$ cat src/verilog/spi_cmd_pkg.sv
package spi_cmd_pkg;

  //**************************************************************************
  // Field widths.
  //**************************************************************************
  localparam int SPI_ADDR_WIDTH = 3;
  localparam int SPI_DATA_WIDTH = 8;
  localparam int SPI_CMD_WIDTH = 1 + SPI_ADDR_WIDTH + SPI_DATA_WIDTH;

  // Flag and address only.
  localparam int SPI_READ_HDR_BITS = 1 + SPI_ADDR_WIDTH;

  //**************************************************************************
  // Timing, in clk cycles.
  //**************************************************************************
  localparam int SPI_SCLK_HALF = 4;
  localparam int SPI_BIT_CYCLES = 2 * SPI_SCLK_HALF;
  localparam int SPI_READ_GAP = 100;

  localparam int CMD_FIFO_DEPTH = 4;

  // Counter widths.
  localparam int SPI_PHASE_WIDTH = $clog2(SPI_BIT_CYCLES);
  localparam int SPI_BIT_CNT_WIDTH = $clog2(SPI_CMD_WIDTH);
  localparam int SPI_GAP_CNT_WIDTH = $clog2(SPI_READ_GAP);
  localparam int CMD_FIFO_PTR_WIDTH = $clog2(CMD_FIFO_DEPTH);

  //**************************************************************************
  // Types.
  //**************************************************************************
  typedef logic [SPI_ADDR_WIDTH-1:0] spi_addr_t;
  typedef logic [SPI_DATA_WIDTH-1:0] spi_data_t;

  typedef logic [SPI_PHASE_WIDTH-1:0] spi_phase_t;
  typedef logic [SPI_BIT_CNT_WIDTH-1:0] spi_bit_cnt_t;
  typedef logic [SPI_GAP_CNT_WIDTH-1:0] spi_gap_cnt_t;

  typedef logic [CMD_FIFO_PTR_WIDTH-1:0] cmd_fifo_ptr_t;
  typedef logic [CMD_FIFO_PTR_WIDTH:0] cmd_fifo_cnt_t;

  // Bit 11 write flag, bits 10..8 address, bits 7..0 data.
  typedef struct packed {
    logic      write;
    spi_addr_t addr;
    spi_data_t data;
  } spi_cmd_t;

endpackage

$ cat src/verilog/spi_cmd_builder.sv
`timescale 1ns/10ps

module spi_cmd_builder (
  input  logic                  clk,
  input  logic                  rst_n,
  input  logic                  wr_stb,
  input  logic                  rd_stb,
  input  spi_cmd_pkg::spi_addr_t addr,
  input  spi_cmd_pkg::spi_data_t wdata,
  input  logic                  full,
  output logic                  busy,
  output logic                  push,
  output spi_cmd_pkg::spi_cmd_t  cmd
);

  import spi_cmd_pkg::*;

  spi_cmd_t new_cmd;
  logic     stb;
  logic     pend_q;

  assign stb = wr_stb | rd_stb;

  // Reads carry no data.
  always_comb
  begin
    new_cmd.write = wr_stb;
    new_cmd.addr = addr;
    new_cmd.data = wr_stb ? wdata : '0;
  end

  //**************************************************************************
  // Pending slot.
  //**************************************************************************
  always_ff @(posedge clk or negedge rst_n)
  begin
    if (!rst_n)
    begin
      pend_q <= 1'b0;
    end
    else if (stb)
    begin
      pend_q <= 1'b1;
    end
    else if (push)
    begin
      pend_q <= 1'b0;
    end
  end

  always_ff @(posedge clk)
  begin
    if (stb)
    begin
      cmd <= new_cmd;
    end
  end

  // Word leaves as soon as the FIFO has room.
  assign push = pend_q & ~full;

  // Host holds off while a word waits on a full FIFO.
  assign busy = pend_q & full;

endmodule

$ cat src/verilog/spi_cmd_fifo.sv
`timescale 1ns/10ps

module spi_cmd_fifo (
  input  logic                 clk,
  input  logic                 rst_n,
  input  logic                 push,
  input  spi_cmd_pkg::spi_cmd_t cmd,
  input  logic                 pop,
  output spi_cmd_pkg::spi_cmd_t head,
  output logic                 full,
  output logic                 empty
);

  import spi_cmd_pkg::*;

  spi_cmd_t      mem [CMD_FIFO_DEPTH];
  cmd_fifo_ptr_t wr_ptr_q;
  cmd_fifo_ptr_t rd_ptr_q;
  cmd_fifo_cnt_t count_q;
  logic          wr_en;
  logic          rd_en;

  assign full = (count_q == CMD_FIFO_DEPTH);
  assign empty = (count_q == '0);

  // A pop frees the slot the push needs.
  assign wr_en = push & (~full | pop);
  assign rd_en = pop & ~empty;

  // Show-ahead.
  assign head = mem[rd_ptr_q];

  always_ff @(posedge clk)
  begin
    if (wr_en)
    begin
      mem[wr_ptr_q] <= cmd;
    end
  end

  //**************************************************************************
  // Pointers and occupancy.
  //**************************************************************************
  always_ff @(posedge clk or negedge rst_n)
  begin
    if (!rst_n)
    begin
      wr_ptr_q <= '0;
      rd_ptr_q <= '0;
      count_q <= '0;
    end
    else
    begin
      if (wr_en)
      begin
        wr_ptr_q <= (wr_ptr_q == CMD_FIFO_DEPTH - 1) ? '0 : wr_ptr_q + 1'b1;
      end
      if (rd_en)
      begin
        rd_ptr_q <= (rd_ptr_q == CMD_FIFO_DEPTH - 1) ? '0 : rd_ptr_q + 1'b1;
      end
      case ({wr_en, rd_en})
        2'b10: count_q <= count_q + 1'b1;
        2'b01: count_q <= count_q - 1'b1;
        default: count_q <= count_q;
      endcase
    end
  end

endmodule

$ cat src/verilog/spi_master.sv
`timescale 1ns/10ps

module spi_master (
  input  logic                  clk,
  input  logic                  rst_n,
  input  spi_cmd_pkg::spi_cmd_t  head,
  input  logic                  empty,
  input  logic                  miso,
  output logic                  pop,
  output logic                  sclk,
  output logic                  cs_n,
  output logic                  mosi,
  output logic                  read_vld,
  output spi_cmd_pkg::spi_data_t read_data
);

  import spi_cmd_pkg::*;

  typedef enum logic [2:0] {
    idle,
    write_shift,
    read_hdr,
    read_gap,
    read_shift,
    frame_end
  } state_t;

  state_t                   state_q;
  spi_phase_t               phase_q;
  spi_bit_cnt_t             bit_q;
  spi_gap_cnt_t             gap_q;
  spi_bit_cnt_t             last_idx;
  logic                     shifting;
  logic                     bit_end;
  logic                     last_bit;
  logic [SPI_CMD_WIDTH-1:0] tx_shift_q;
  spi_data_t                rx_shift_q;

  // Take a word only between frames.
  assign pop = (state_q == idle) & ~empty;

  assign shifting = (state_q == write_shift) | (state_q == read_hdr) |
                    (state_q == read_shift);

  assign bit_end = (phase_q == SPI_BIT_CYCLES - 1);

  // Frame length depends on the phase of the transaction.
  always_comb
  begin
    case (state_q)
      write_shift: last_idx = spi_bit_cnt_t'(SPI_CMD_WIDTH - 1);
      read_hdr: last_idx = spi_bit_cnt_t'(SPI_READ_HDR_BITS - 1);
      default: last_idx = spi_bit_cnt_t'(SPI_DATA_WIDTH - 1);
    endcase
  end

  assign last_bit = (bit_q == last_idx);

  //**************************************************************************
  // Control FSM and pins.
  //**************************************************************************
  always_ff @(posedge clk or negedge rst_n)
  begin
    if (!rst_n)
    begin
      state_q <= idle;
      phase_q <= '0;
      bit_q <= '0;
      gap_q <= '0;
      sclk <= 1'b0;
      cs_n <= 1'b1;
      mosi <= 1'b0;
      read_vld <= 1'b0;
    end
    else
    begin
      read_vld <= 1'b0;
      case (state_q)
        idle:
        begin
          if (pop)
          begin
            // First bit is on mosi when cs_n falls.
            cs_n <= 1'b0;
            mosi <= head.write;
            phase_q <= '0;
            bit_q <= '0;
            state_q <= head.write ? write_shift : read_hdr;
          end
        end
        write_shift, read_hdr, read_shift:
        begin
          // Rising edge at mid bit.
          if (phase_q == SPI_SCLK_HALF - 1)
          begin
            sclk <= 1'b1;
          end
          if (bit_end)
          begin
            sclk <= 1'b0;
            phase_q <= '0;
            if (last_bit)
            begin
              cs_n <= 1'b1;
              mosi <= 1'b0;
              bit_q <= '0;
              if (state_q == read_hdr)
              begin
                gap_q <= '0;
                state_q <= read_gap;
              end
              else
              begin
                read_vld <= (state_q == read_shift);
                state_q <= frame_end;
              end
            end
            else
            begin
              bit_q <= bit_q + 1'b1;
              // Next bit goes out with the falling edge.
              if (state_q != read_shift)
              begin
                mosi <= tx_shift_q[SPI_CMD_WIDTH-2];
              end
            end
          end
          else
          begin
            phase_q <= phase_q + 1'b1;
          end
        end
        read_gap:
        begin
          if (gap_q == SPI_READ_GAP - 1)
          begin
            cs_n <= 1'b0;
            state_q <= read_shift;
          end
          else
          begin
            gap_q <= gap_q + 1'b1;
          end
        end
        frame_end:
        begin
          state_q <= idle;
        end
        default:
        begin
          state_q <= idle;
        end
      endcase
    end
  end

  //**************************************************************************
  // Shift registers and read data.
  //**************************************************************************
  always_ff @(posedge clk)
  begin
    if (pop)
    begin
      tx_shift_q <= head;
    end
    else if (shifting && bit_end)
    begin
      tx_shift_q <= {tx_shift_q[SPI_CMD_WIDTH-2:0], 1'b0};
    end

    // Sample on the edge that raises sclk.
    if ((state_q == read_shift) && (phase_q == SPI_SCLK_HALF - 1))
    begin
      rx_shift_q <= {rx_shift_q[SPI_DATA_WIDTH-2:0], miso};
    end

    if ((state_q == read_shift) && bit_end && last_bit)
    begin
      read_data <= rx_shift_q;
    end
  end

endmodule

$ cat src/verilog/spi_cmd_top.sv
`timescale 1ns/10ps

module spi_cmd_top (
  input  logic                  clk,
  input  logic                  rst_n,
  input  logic                  wr_stb,
  input  logic                  rd_stb,
  input  spi_cmd_pkg::spi_addr_t addr,
  input  spi_cmd_pkg::spi_data_t wdata,
  input  logic                  miso,
  output logic                  busy,
  output logic                  sclk,
  output logic                  cs_n,
  output logic                  mosi,
  output logic                  read_vld,
  output spi_cmd_pkg::spi_data_t read_data
);

  import spi_cmd_pkg::*;

  spi_cmd_t cmd;
  spi_cmd_t head;
  logic     push;
  logic     pop;
  logic     full;
  logic     empty;

  //**************************************************************************
  // Host strobes to command words.
  //**************************************************************************
  spi_cmd_builder spi_cmd_builder_inst (
    .clk   (clk),
    .rst_n (rst_n),
    .wr_stb(wr_stb),
    .rd_stb(rd_stb),
    .addr  (addr),
    .wdata (wdata),
    .full  (full),
    .busy  (busy),
    .push  (push),
    .cmd   (cmd)
  );

  spi_cmd_fifo spi_cmd_fifo_inst (
    .clk  (clk),
    .rst_n(rst_n),
    .push (push),
    .cmd  (cmd),
    .pop  (pop),
    .head (head),
    .full (full),
    .empty(empty)
  );

  // Wire side.
  spi_master spi_master_inst (
    .clk      (clk),
    .rst_n    (rst_n),
    .head     (head),
    .empty    (empty),
    .miso     (miso),
    .pop      (pop),
    .sclk     (sclk),
    .cs_n     (cs_n),
    .mosi     (mosi),
    .read_vld (read_vld),
    .read_data(read_data)
  );

endmodule

$ cat config.mk
export PLATFORM = sky130hd
export DESIGN_NAME = spi_cmd_top
export DESIGN_NICKNAME = d
export VERILOG_FILES = /design/src/verilog/spi_cmd_pkg.sv /design/src/verilog/spi_cmd_builder.sv /design/src/verilog/spi_cmd_fifo.sv /design/src/verilog/spi_master.sv /design/src/verilog/spi_cmd_top.sv
export SDC_FILE = /design/constraint.sdc
export NUM_CORES = 1
export LEC_CHECK = 0
export BUFFER_PORTS_ARGS = -buffer_cell sky130_fd_sc_hd__buf_2
export CORE_UTILIZATION = 30
export CTS_CLUSTER_SIZE = 28
export DETAILED_ROUTE_END_ITERATION = 16
export PLACE_DENSITY = 0.45
export SYNTH_ARGS = -nofsm -noshare
export SYNTH_HDL_FRONTEND = slang
export SYNTH_SLANG_ARGS = --single-unit
$ cat constraint.sdc
create_clock -name clk -period 4.3 [get_ports clk]
set_input_delay 1.29 -clock clk [delete_from_list [all_inputs] [get_ports clk]]
set_output_delay 1.29 -clock clk [all_outputs]
set_load 0.02 [all_outputs]
==> results.yml, run 1 <==
status:
  status: "completed"
global_routing:
  top_usage_layer: "met2"
  grt_max_degree: 30
  antenna_found_initial: 0
  grt.overflow.total: 0
  grt_util_met3: 0.0463
  use_met2: 0.186
  grt_pass1_vias: 2727
  grt_use_total: 0.121
  met1_usage: 0.149
  grt_pass1_wl_um: 14500
clocking:
  h-tree-depth: 4
  clk_latency_ns: 0.41
  numCtsBuffers: 17
  clk_pin_slew_worst_paths_ns: 0.05
  postCtsResizedCells: 0
  postCtsSetupBuffers: 0
  clockBufferDepth: 2
  root_buffer: "clkbuf_16"
  cts_hold_buffers: 0
  cts_sinks: 116
  cts_tree: "built"
setup_path:
  path_max_fanout: 15
  crit_path_end_kind: "flop"
  start_kind: "flop"
  critPathKind: "flop to flop"
  required_ns: 4.63
  crit_arrival_ns: 3.06
synth:
  synth_xor_xnor_area_share: 0.00895
  syn-num-nets: 342
  netlist_instances: 313
  synth_area_leaders: "edfxtp_1 (53%), dfrtp_1 (14%), mux4_2 (5.5%)"
  synth-seq-area-share: 0.683
  synth.avg_cell_area_um2: 15.6
  yosysTopAreaCellShare: 0.534
  synth-compound-area-share: 0.0642
  synthMuxAreaShare: 0.0900
  yosys.area_share.simple: 0.0957
  synth_area_leader_cell: "edfxtp_1"
  synth_edf_count: 87
  yosysWarnings: 0
  synth_seq_cells: 116
  synthesis.area_um2: 4890
  synthFlopType: "edfxtp_1"
  synth.distinct_cells: 55
  synthAdderAreaFrac: 0.0348
  synth-async-reset-ratio: 0.250
  synth_top_family_by_area: "simple AND/OR/NAND/NOR gates"
finish:
  antennaDiodeCount: 0
  drive_gt1_frac: 0.250
  nets: 381
  stdcell_count: 580
  layout_commonest_cell: "edfxtp_1"
  most-common-layout-cells: "edfxtp_1 (87), buf_2 (28), dfrtp_1 (28), nand2_1 (23), clkbuf_16 (17)"
  area_growth_pct: 18.9
drt:
  vias_per_cell: 4.48
  first_iter_violations: 225
  wl_per_cell_um: 15.1
  drc: 0
  vias: 2599
  routed_wl_um: 8770
  ant_nets: 0
  drt_first_pass_iters: 4
floorplan:
  rows: 46
  io_pins: 29
  start_util: 0.308
  coreArea_um2: 15900
  die_y_um: 130
  die-area_um2: 16800
  die_w_um: 130
pwr:
  p_per_area_nw_per_um2: 732
  ir_drop_v: 0.000309
  finalPower_uw: 4260
  p_leak_uw: 0.00219
timing:
  fmax_ghz: 0.366
  clock_skew_ns: 0.00494
  rsz0062_at_grt: "false"
  slew_headroom: 0.508
  layout_min_cycle_time_ns: 2.73
  finalCritPeriodShare: 0.635
  setup_viol: 0
  maxSlewViolCount: 0
  tns_ns: 0
  hold_viol: 0
  worst_slew_pin_slew_ns: 0.738
placement:
  gp_congestion: 0.838
  port-buffer-count: 28
  dpl.cell_count: 549
  hpwl_um: 5640
job:
  drv_cap: 0
worst_hold_path:
  holdCritPathClass: "flop to flop"
==> where the power goes <==
| group | internal (uW) | switching, uW | total [uW] | leakage [uW] |
|---|---|---|---|---|
| logic | 510 | 619 | 1130 | 0.000733 |
| registers | 1580 | 188 | 1770 | 0.00119 |
| clock network | 895 | 469 | 1360 | 0.000273 |
==> worst max-delay path: stages (launching register included) <==
cell and delay, ns:
dfrtp_1 0.53, or2_4 0.35, or3_1 0.46, inv_4 0.24, ha_1 0.22, inv_1 0.06
fa_1 0.38, xor2_1 0.15, nor2_1 0.11, xor2_1 0.14
==> synthesized netlist by cell type (all sizes together), types with 5 or more instances <==
cell type,count
a31oi,5
nand2,24
dfrtp,28
nor2,12
nand3,8
edfxtp,87
o21ai,16
mux2,11
mux4,12
a21oi,5
buf,8
and3,8
inv,13
and2,12
ha,12
==> registers in the layout (all words and copies together) (netlist names) <==
name / flops
spi_cmd_builder_inst.cmd: 12
spi_cmd_builder_inst.pend_q: 1
spi_cmd_fifo_inst.count_q: 3
spi_cmd_fifo_inst.mem: 48
spi_cmd_fifo_inst.rd_ptr_q: 2
spi_cmd_fifo_inst.wr_ptr_q: 2
spi_master_inst.bit_q: 4
spi_master_inst.cs_n: 1
spi_master_inst.gap_q: 7
spi_master_inst.mosi: 1
spi_master_inst.phase_q: 3
spi_master_inst.read_data: 8
spi_master_inst.read_vld: 1
spi_master_inst.rx_shift_q: 8
spi_master_inst.sclk: 1
spi_master_inst.state_q: 3
spi_master_inst.tx_shift_q: 11
==> cell families after synthesis <==
family,Yosys count
flip-flops,116
AND/OR/NAND/NOR,87
AO/OA/AOI/OAI,45
multiplexers,25
buffers and inverters,22
adder cells (fa/ha/maj),13
XOR/XNOR,5
==> per-stage QoR <==
step	hold slack (ns)	area, um2	utilization	setup slack (ns)
2_1_floorplan	0.400	4890	-	1.91
3_3_place_gp	0.407	5250	0.330	1.66
3_5_place_dp	0.407	5250	0.330	1.56
4_1_cts	0.420	5820	0.366	1.55
5_1_grt	0.429	5820	0.366	1.41
6_report	0.419	5820	0.366	1.57
==> worst paths after layout <==
kind | start | to | slack [ns] | depth (start not counted)
min | spi_master_inst.rx_shift_q[7]$_DFFE_PP_ | spi_master_inst.read_data[7]$_DFFE_PP_ | 0.42 | 0
max reg2reg | spi_master_inst.state_q[0]$_DFFE_PN0P_ | spi_cmd_fifo_inst.count_q[2]$_DFFE_PN0P_ | 1.57 | 9
min in group asynchronous | rst_n | spi_master_inst.phase_q[0]$_DFFE_PN0P_ | 0.93 | 1
min reg2reg | spi_master_inst.rx_shift_q[7]$_DFFE_PP_ | spi_master_inst.read_data[7]$_DFFE_PP_ | 0.42 | 0
max | spi_master_inst.state_q[0]$_DFFE_PN0P_ | spi_cmd_fifo_inst.count_q[2]$_DFFE_PN0P_ | 1.57 | 9
max in group asynchronous | rst_n | spi_cmd_builder_inst.pend_q$_DFFE_PN0P_ | 2.91 | 1
==> layer usage <==
metal	vias to the layer above	wire length, um
li1	1268	-
met1	1263	4060
met2	59	4170
met3	9	425
met4	0	120
met5	-	0
==> cell type report <==
type | instances | area [um2]
clock buffers | 19 | 433
well taps | 216 | 270
inverters | 13 | 51.3
flip-flops and latches | 116 | 3340
clock inverters | 12 | 139
multi-input cells | 175 | 1440
repair buffers | 29 | 148
fillers | 1521 | 10100
Note: power is estimated with default switching activity, not from simulation.
==> run 2, diff against run 1 <==
--- a/config.mk
+++ b/config.mk
@@ -9,7 +9,7 @@
 export CORE_UTILIZATION = 30
 export CTS_CLUSTER_SIZE = 28
 export DETAILED_ROUTE_END_ITERATION = 16
-export PLACE_DENSITY = 0.45
+export PLACE_DENSITY = 0.47
 export SYNTH_ARGS = -nofsm -noshare
 export SYNTH_HDL_FRONTEND = slang
 export SYNTH_SLANG_ARGS = --single-unit
==> constraint.sdc (replaced) <==
create_clock -name clk -period 2.4 [get_ports clk]
set_input_delay 0.72 -clock clk [delete_from_list [all_inputs] [get_ports clk]]
set_output_delay 0.72 -clock clk [all_outputs]
set_load 0.02 [all_outputs]
==> run 2 against run 1 <==
Net effect: combinational power rose by 99%; setup slack lost 1.3 ns; non-clock buffer count up 11; register-to-register slack got worse by 1.3 ns; utilization is 0.76 points higher; cell area up 2.1%; via count increased by 4.2%; hold slack worse by 0.061 ns; fmax rose by 25%; clock power rose by 88%; final cell count is 2.1% higher; sequential share of layout area is 1.2 points lower; critical path type unchanged; largest cell class unchanged; highest routed layer unchanged.
==> results.yml, run 2 (synthesis results as in run 1) <==
status:
  status: "completed"
job:
  drv_cap: 0
floorplan:
  die-area_um2: 16800
  start_util: 0.308
  die_y_um: 130
  coreArea_um2: 15900
  rows: 46
  io_pins: 29
  die_w_um: 130
placement:
  dp_slack_ns: 0.232
  gp_congestion: 0.802
  dpl.cell_count: 560
  hpwl_um: 5710
  port-buffer-count: 28
finish:
  drive_gt1_frac: 0.287
  reg.largest.list: "spi_cmd_fifo_inst.mem x48, spi_cmd_builder_inst.cmd x12, spi_master_inst.tx_shift_q x11"
  area_growth_pct: 21.4
  top_register: "spi_cmd_fifo_inst.mem"
  largest_reg_flops: 48
  most-common-layout-cells: "edfxtp_1 (87), buf_2 (28), dfrtp_1 (28), nand2_1 (23), clkbuf_16 (17)"
  antennaDiodeCount: 0
  layout_commonest_cell: "edfxtp_1"
  nets: 392
  stdcell_count: 592
drt:
  vias: 2709
  wl_per_cell_um: 15.1
  ant_nets: 0
  routed_wl_um: 8940
  drc: 0
  vias_per_cell: 4.58
  drt_first_pass_iters: 4
  first_iter_violations: 129
timing:
  maxSlewViolCount: 0
  rsz0062_at_grt: "false"
  worst_slew_pin_slew_ns: 0.701
  setup_viol: 0
  hold_viol: 0
  fmax_ghz: 0.459
  setup_ws_ns: 0.221
  slew_headroom: 0.533
  finalCritPeriodShare: 0.908
  clock_skew_ns: 0.00511
  layout_min_cycle_time_ns: 2.18
  tns_ns: 0
setup_path:
  crit_path_end: "spi_cmd_fifo_inst.count_q[2]$_DFFE_PN0P_"
  crit_path_end_kind: "flop"
  start_kind: "flop"
  rr_startpoint: "spi_master_inst.state_q[0]$_DFFE_PN0P_"
  worstSetupStartpoint: "spi_master_inst.state_q[0]$_DFFE_PN0P_"
  path_max_fanout: 5
  worst-r2r-cell-count: 9
  r2r_slack_ns: 0.22
  crit_arrival_ns: 2.52
  required_ns: 2.74
  r2r-end: "spi_cmd_fifo_inst.count_q[2]$_DFFE_PN0P_"
  critPathKind: "flop to flop"
global_routing:
  grt_pass1_vias: 2819
  grt_max_degree: 30
  antenna_found_initial: 0
  grt_use_total: 0.123
  grt.overflow.total: 0
  grt_pass1_wl_um: 15000
clocking:
  cts_tree: "built"
  root_buffer: "clkbuf_16"
  postCtsSetupBuffers: 0
  cts_sinks: 116
  clk_latency_ns: 0.41
  h-tree-depth: 4
  cts_hold_buffers: 0
  clk_pin_slew_worst_paths_ns: 0.06
  clockBufferDepth: 2
  numCtsBuffers: 17
  postCtsResizedCells: 0
pwr:
  p_sw_uw: 2460
  pwr-share-comb: 0.285
  seq_power_share: 0.391
  switching_share: 0.312
  p_int_uw: 5420
  ir_drop_v: 0.000597
  p_per_area_nw_per_um2: 1330
  p_leak_uw: 0.00227
  clkPwrFrac: 0.324
worst_hold_path:
  holdCritPathClass: "input port to asynchronous set/reset pin"
[run 2: changes by cell type in the layout (fill, tap and decap cells not counted), moves of 2 or more]
cell | before | now
buf_4 | 1 | 11
clkbuf_1 | 2 | 0
clkinv_1 | 4 | 1
clkinv_4 | 1 | 3
inv_6 | 0 | 4
inv_8 | 0 | 3
[run 2: metrics by stage]
step	instance area (um2)	hold slack (ns)	utilization	power, uW
after floorplan	4890	0.400	-	4760
final	5940	0.357	0.374	7880
after global placement	5340	0.404	0.336	5380
after detailed placement	5340	0.405	0.336	5410
after global routing	5940	0.410	0.374	8370
after CTS	5940	0.370	0.374	8010
[run 2: worst min path at each step]
stage / start / to / slack, ns / cells after the start
floorplan: spi_master_inst.rx_shift_q[7]$_DFFE_PP_ / spi_master_inst.read_data[7]$_DFFE_PP_ / 0.40 / 0
global placement: spi_master_inst.rx_shift_q[7]$_DFFE_PP_ / spi_master_inst.read_data[7]$_DFFE_PP_ / 0.40 / 0
detailed placement: spi_master_inst.rx_shift_q[7]$_DFFE_PP_ / spi_master_inst.read_data[7]$_DFFE_PP_ / 0.41 / 0
CTS: rst_n / spi_master_inst.state_q[0]$_DFFE_PN0P_ / 0.37 / 1
global route: rst_n / spi_master_inst.read_vld$_DFF_PN0_ / 0.41 / 1
finish: rst_n / spi_master_inst.phase_q[0]$_DFFE_PN0P_ / 0.36 / 1
[run 2: power by group through the flow]
stage / clock network, uW / logic (uW) / registers [uW]
floorplan: 0 / 1690 / 3060
global placement: 0 / 2270 / 3110
detailed placement: 0 / 2290 / 3120
CTS: 2610 / 2310 / 3090
global route: 2700 / 2510 / 3160
finish: 2550 / 2250 / 3080
[run 2: worst max-delay path: stages, from the launching register on]
cell and delay, ns:
dfrtp_1 0.39, or2_4 0.27, or3_1 0.38, inv_4 0.07, ha_1 0.17, inv_1 0.06
fa_1 0.37, xor2_1 0.15, nor2_1 0.11, xor2_1 0.14
[run 2: cell type report]
type,count,area (um2)
Tap cell,216,270
Timing Repair Buffer,40,243
Sequential cell,116,3340
Clock buffer,17,425
Multi-Input combinational cell,175,1440
Inverter,13,51.3
Clock inverter,15,171
Fill cell,1540,9950
[run 2: per-layer routing]
layer,vias up,global-route usage,part of all wire
li1,1286,-,-
met1,1358,0.149,0.45
met2,49,0.198,0.49
met3,16,0.0353,0.036
met4,0,0.0677,0.023
met5,-,0,0
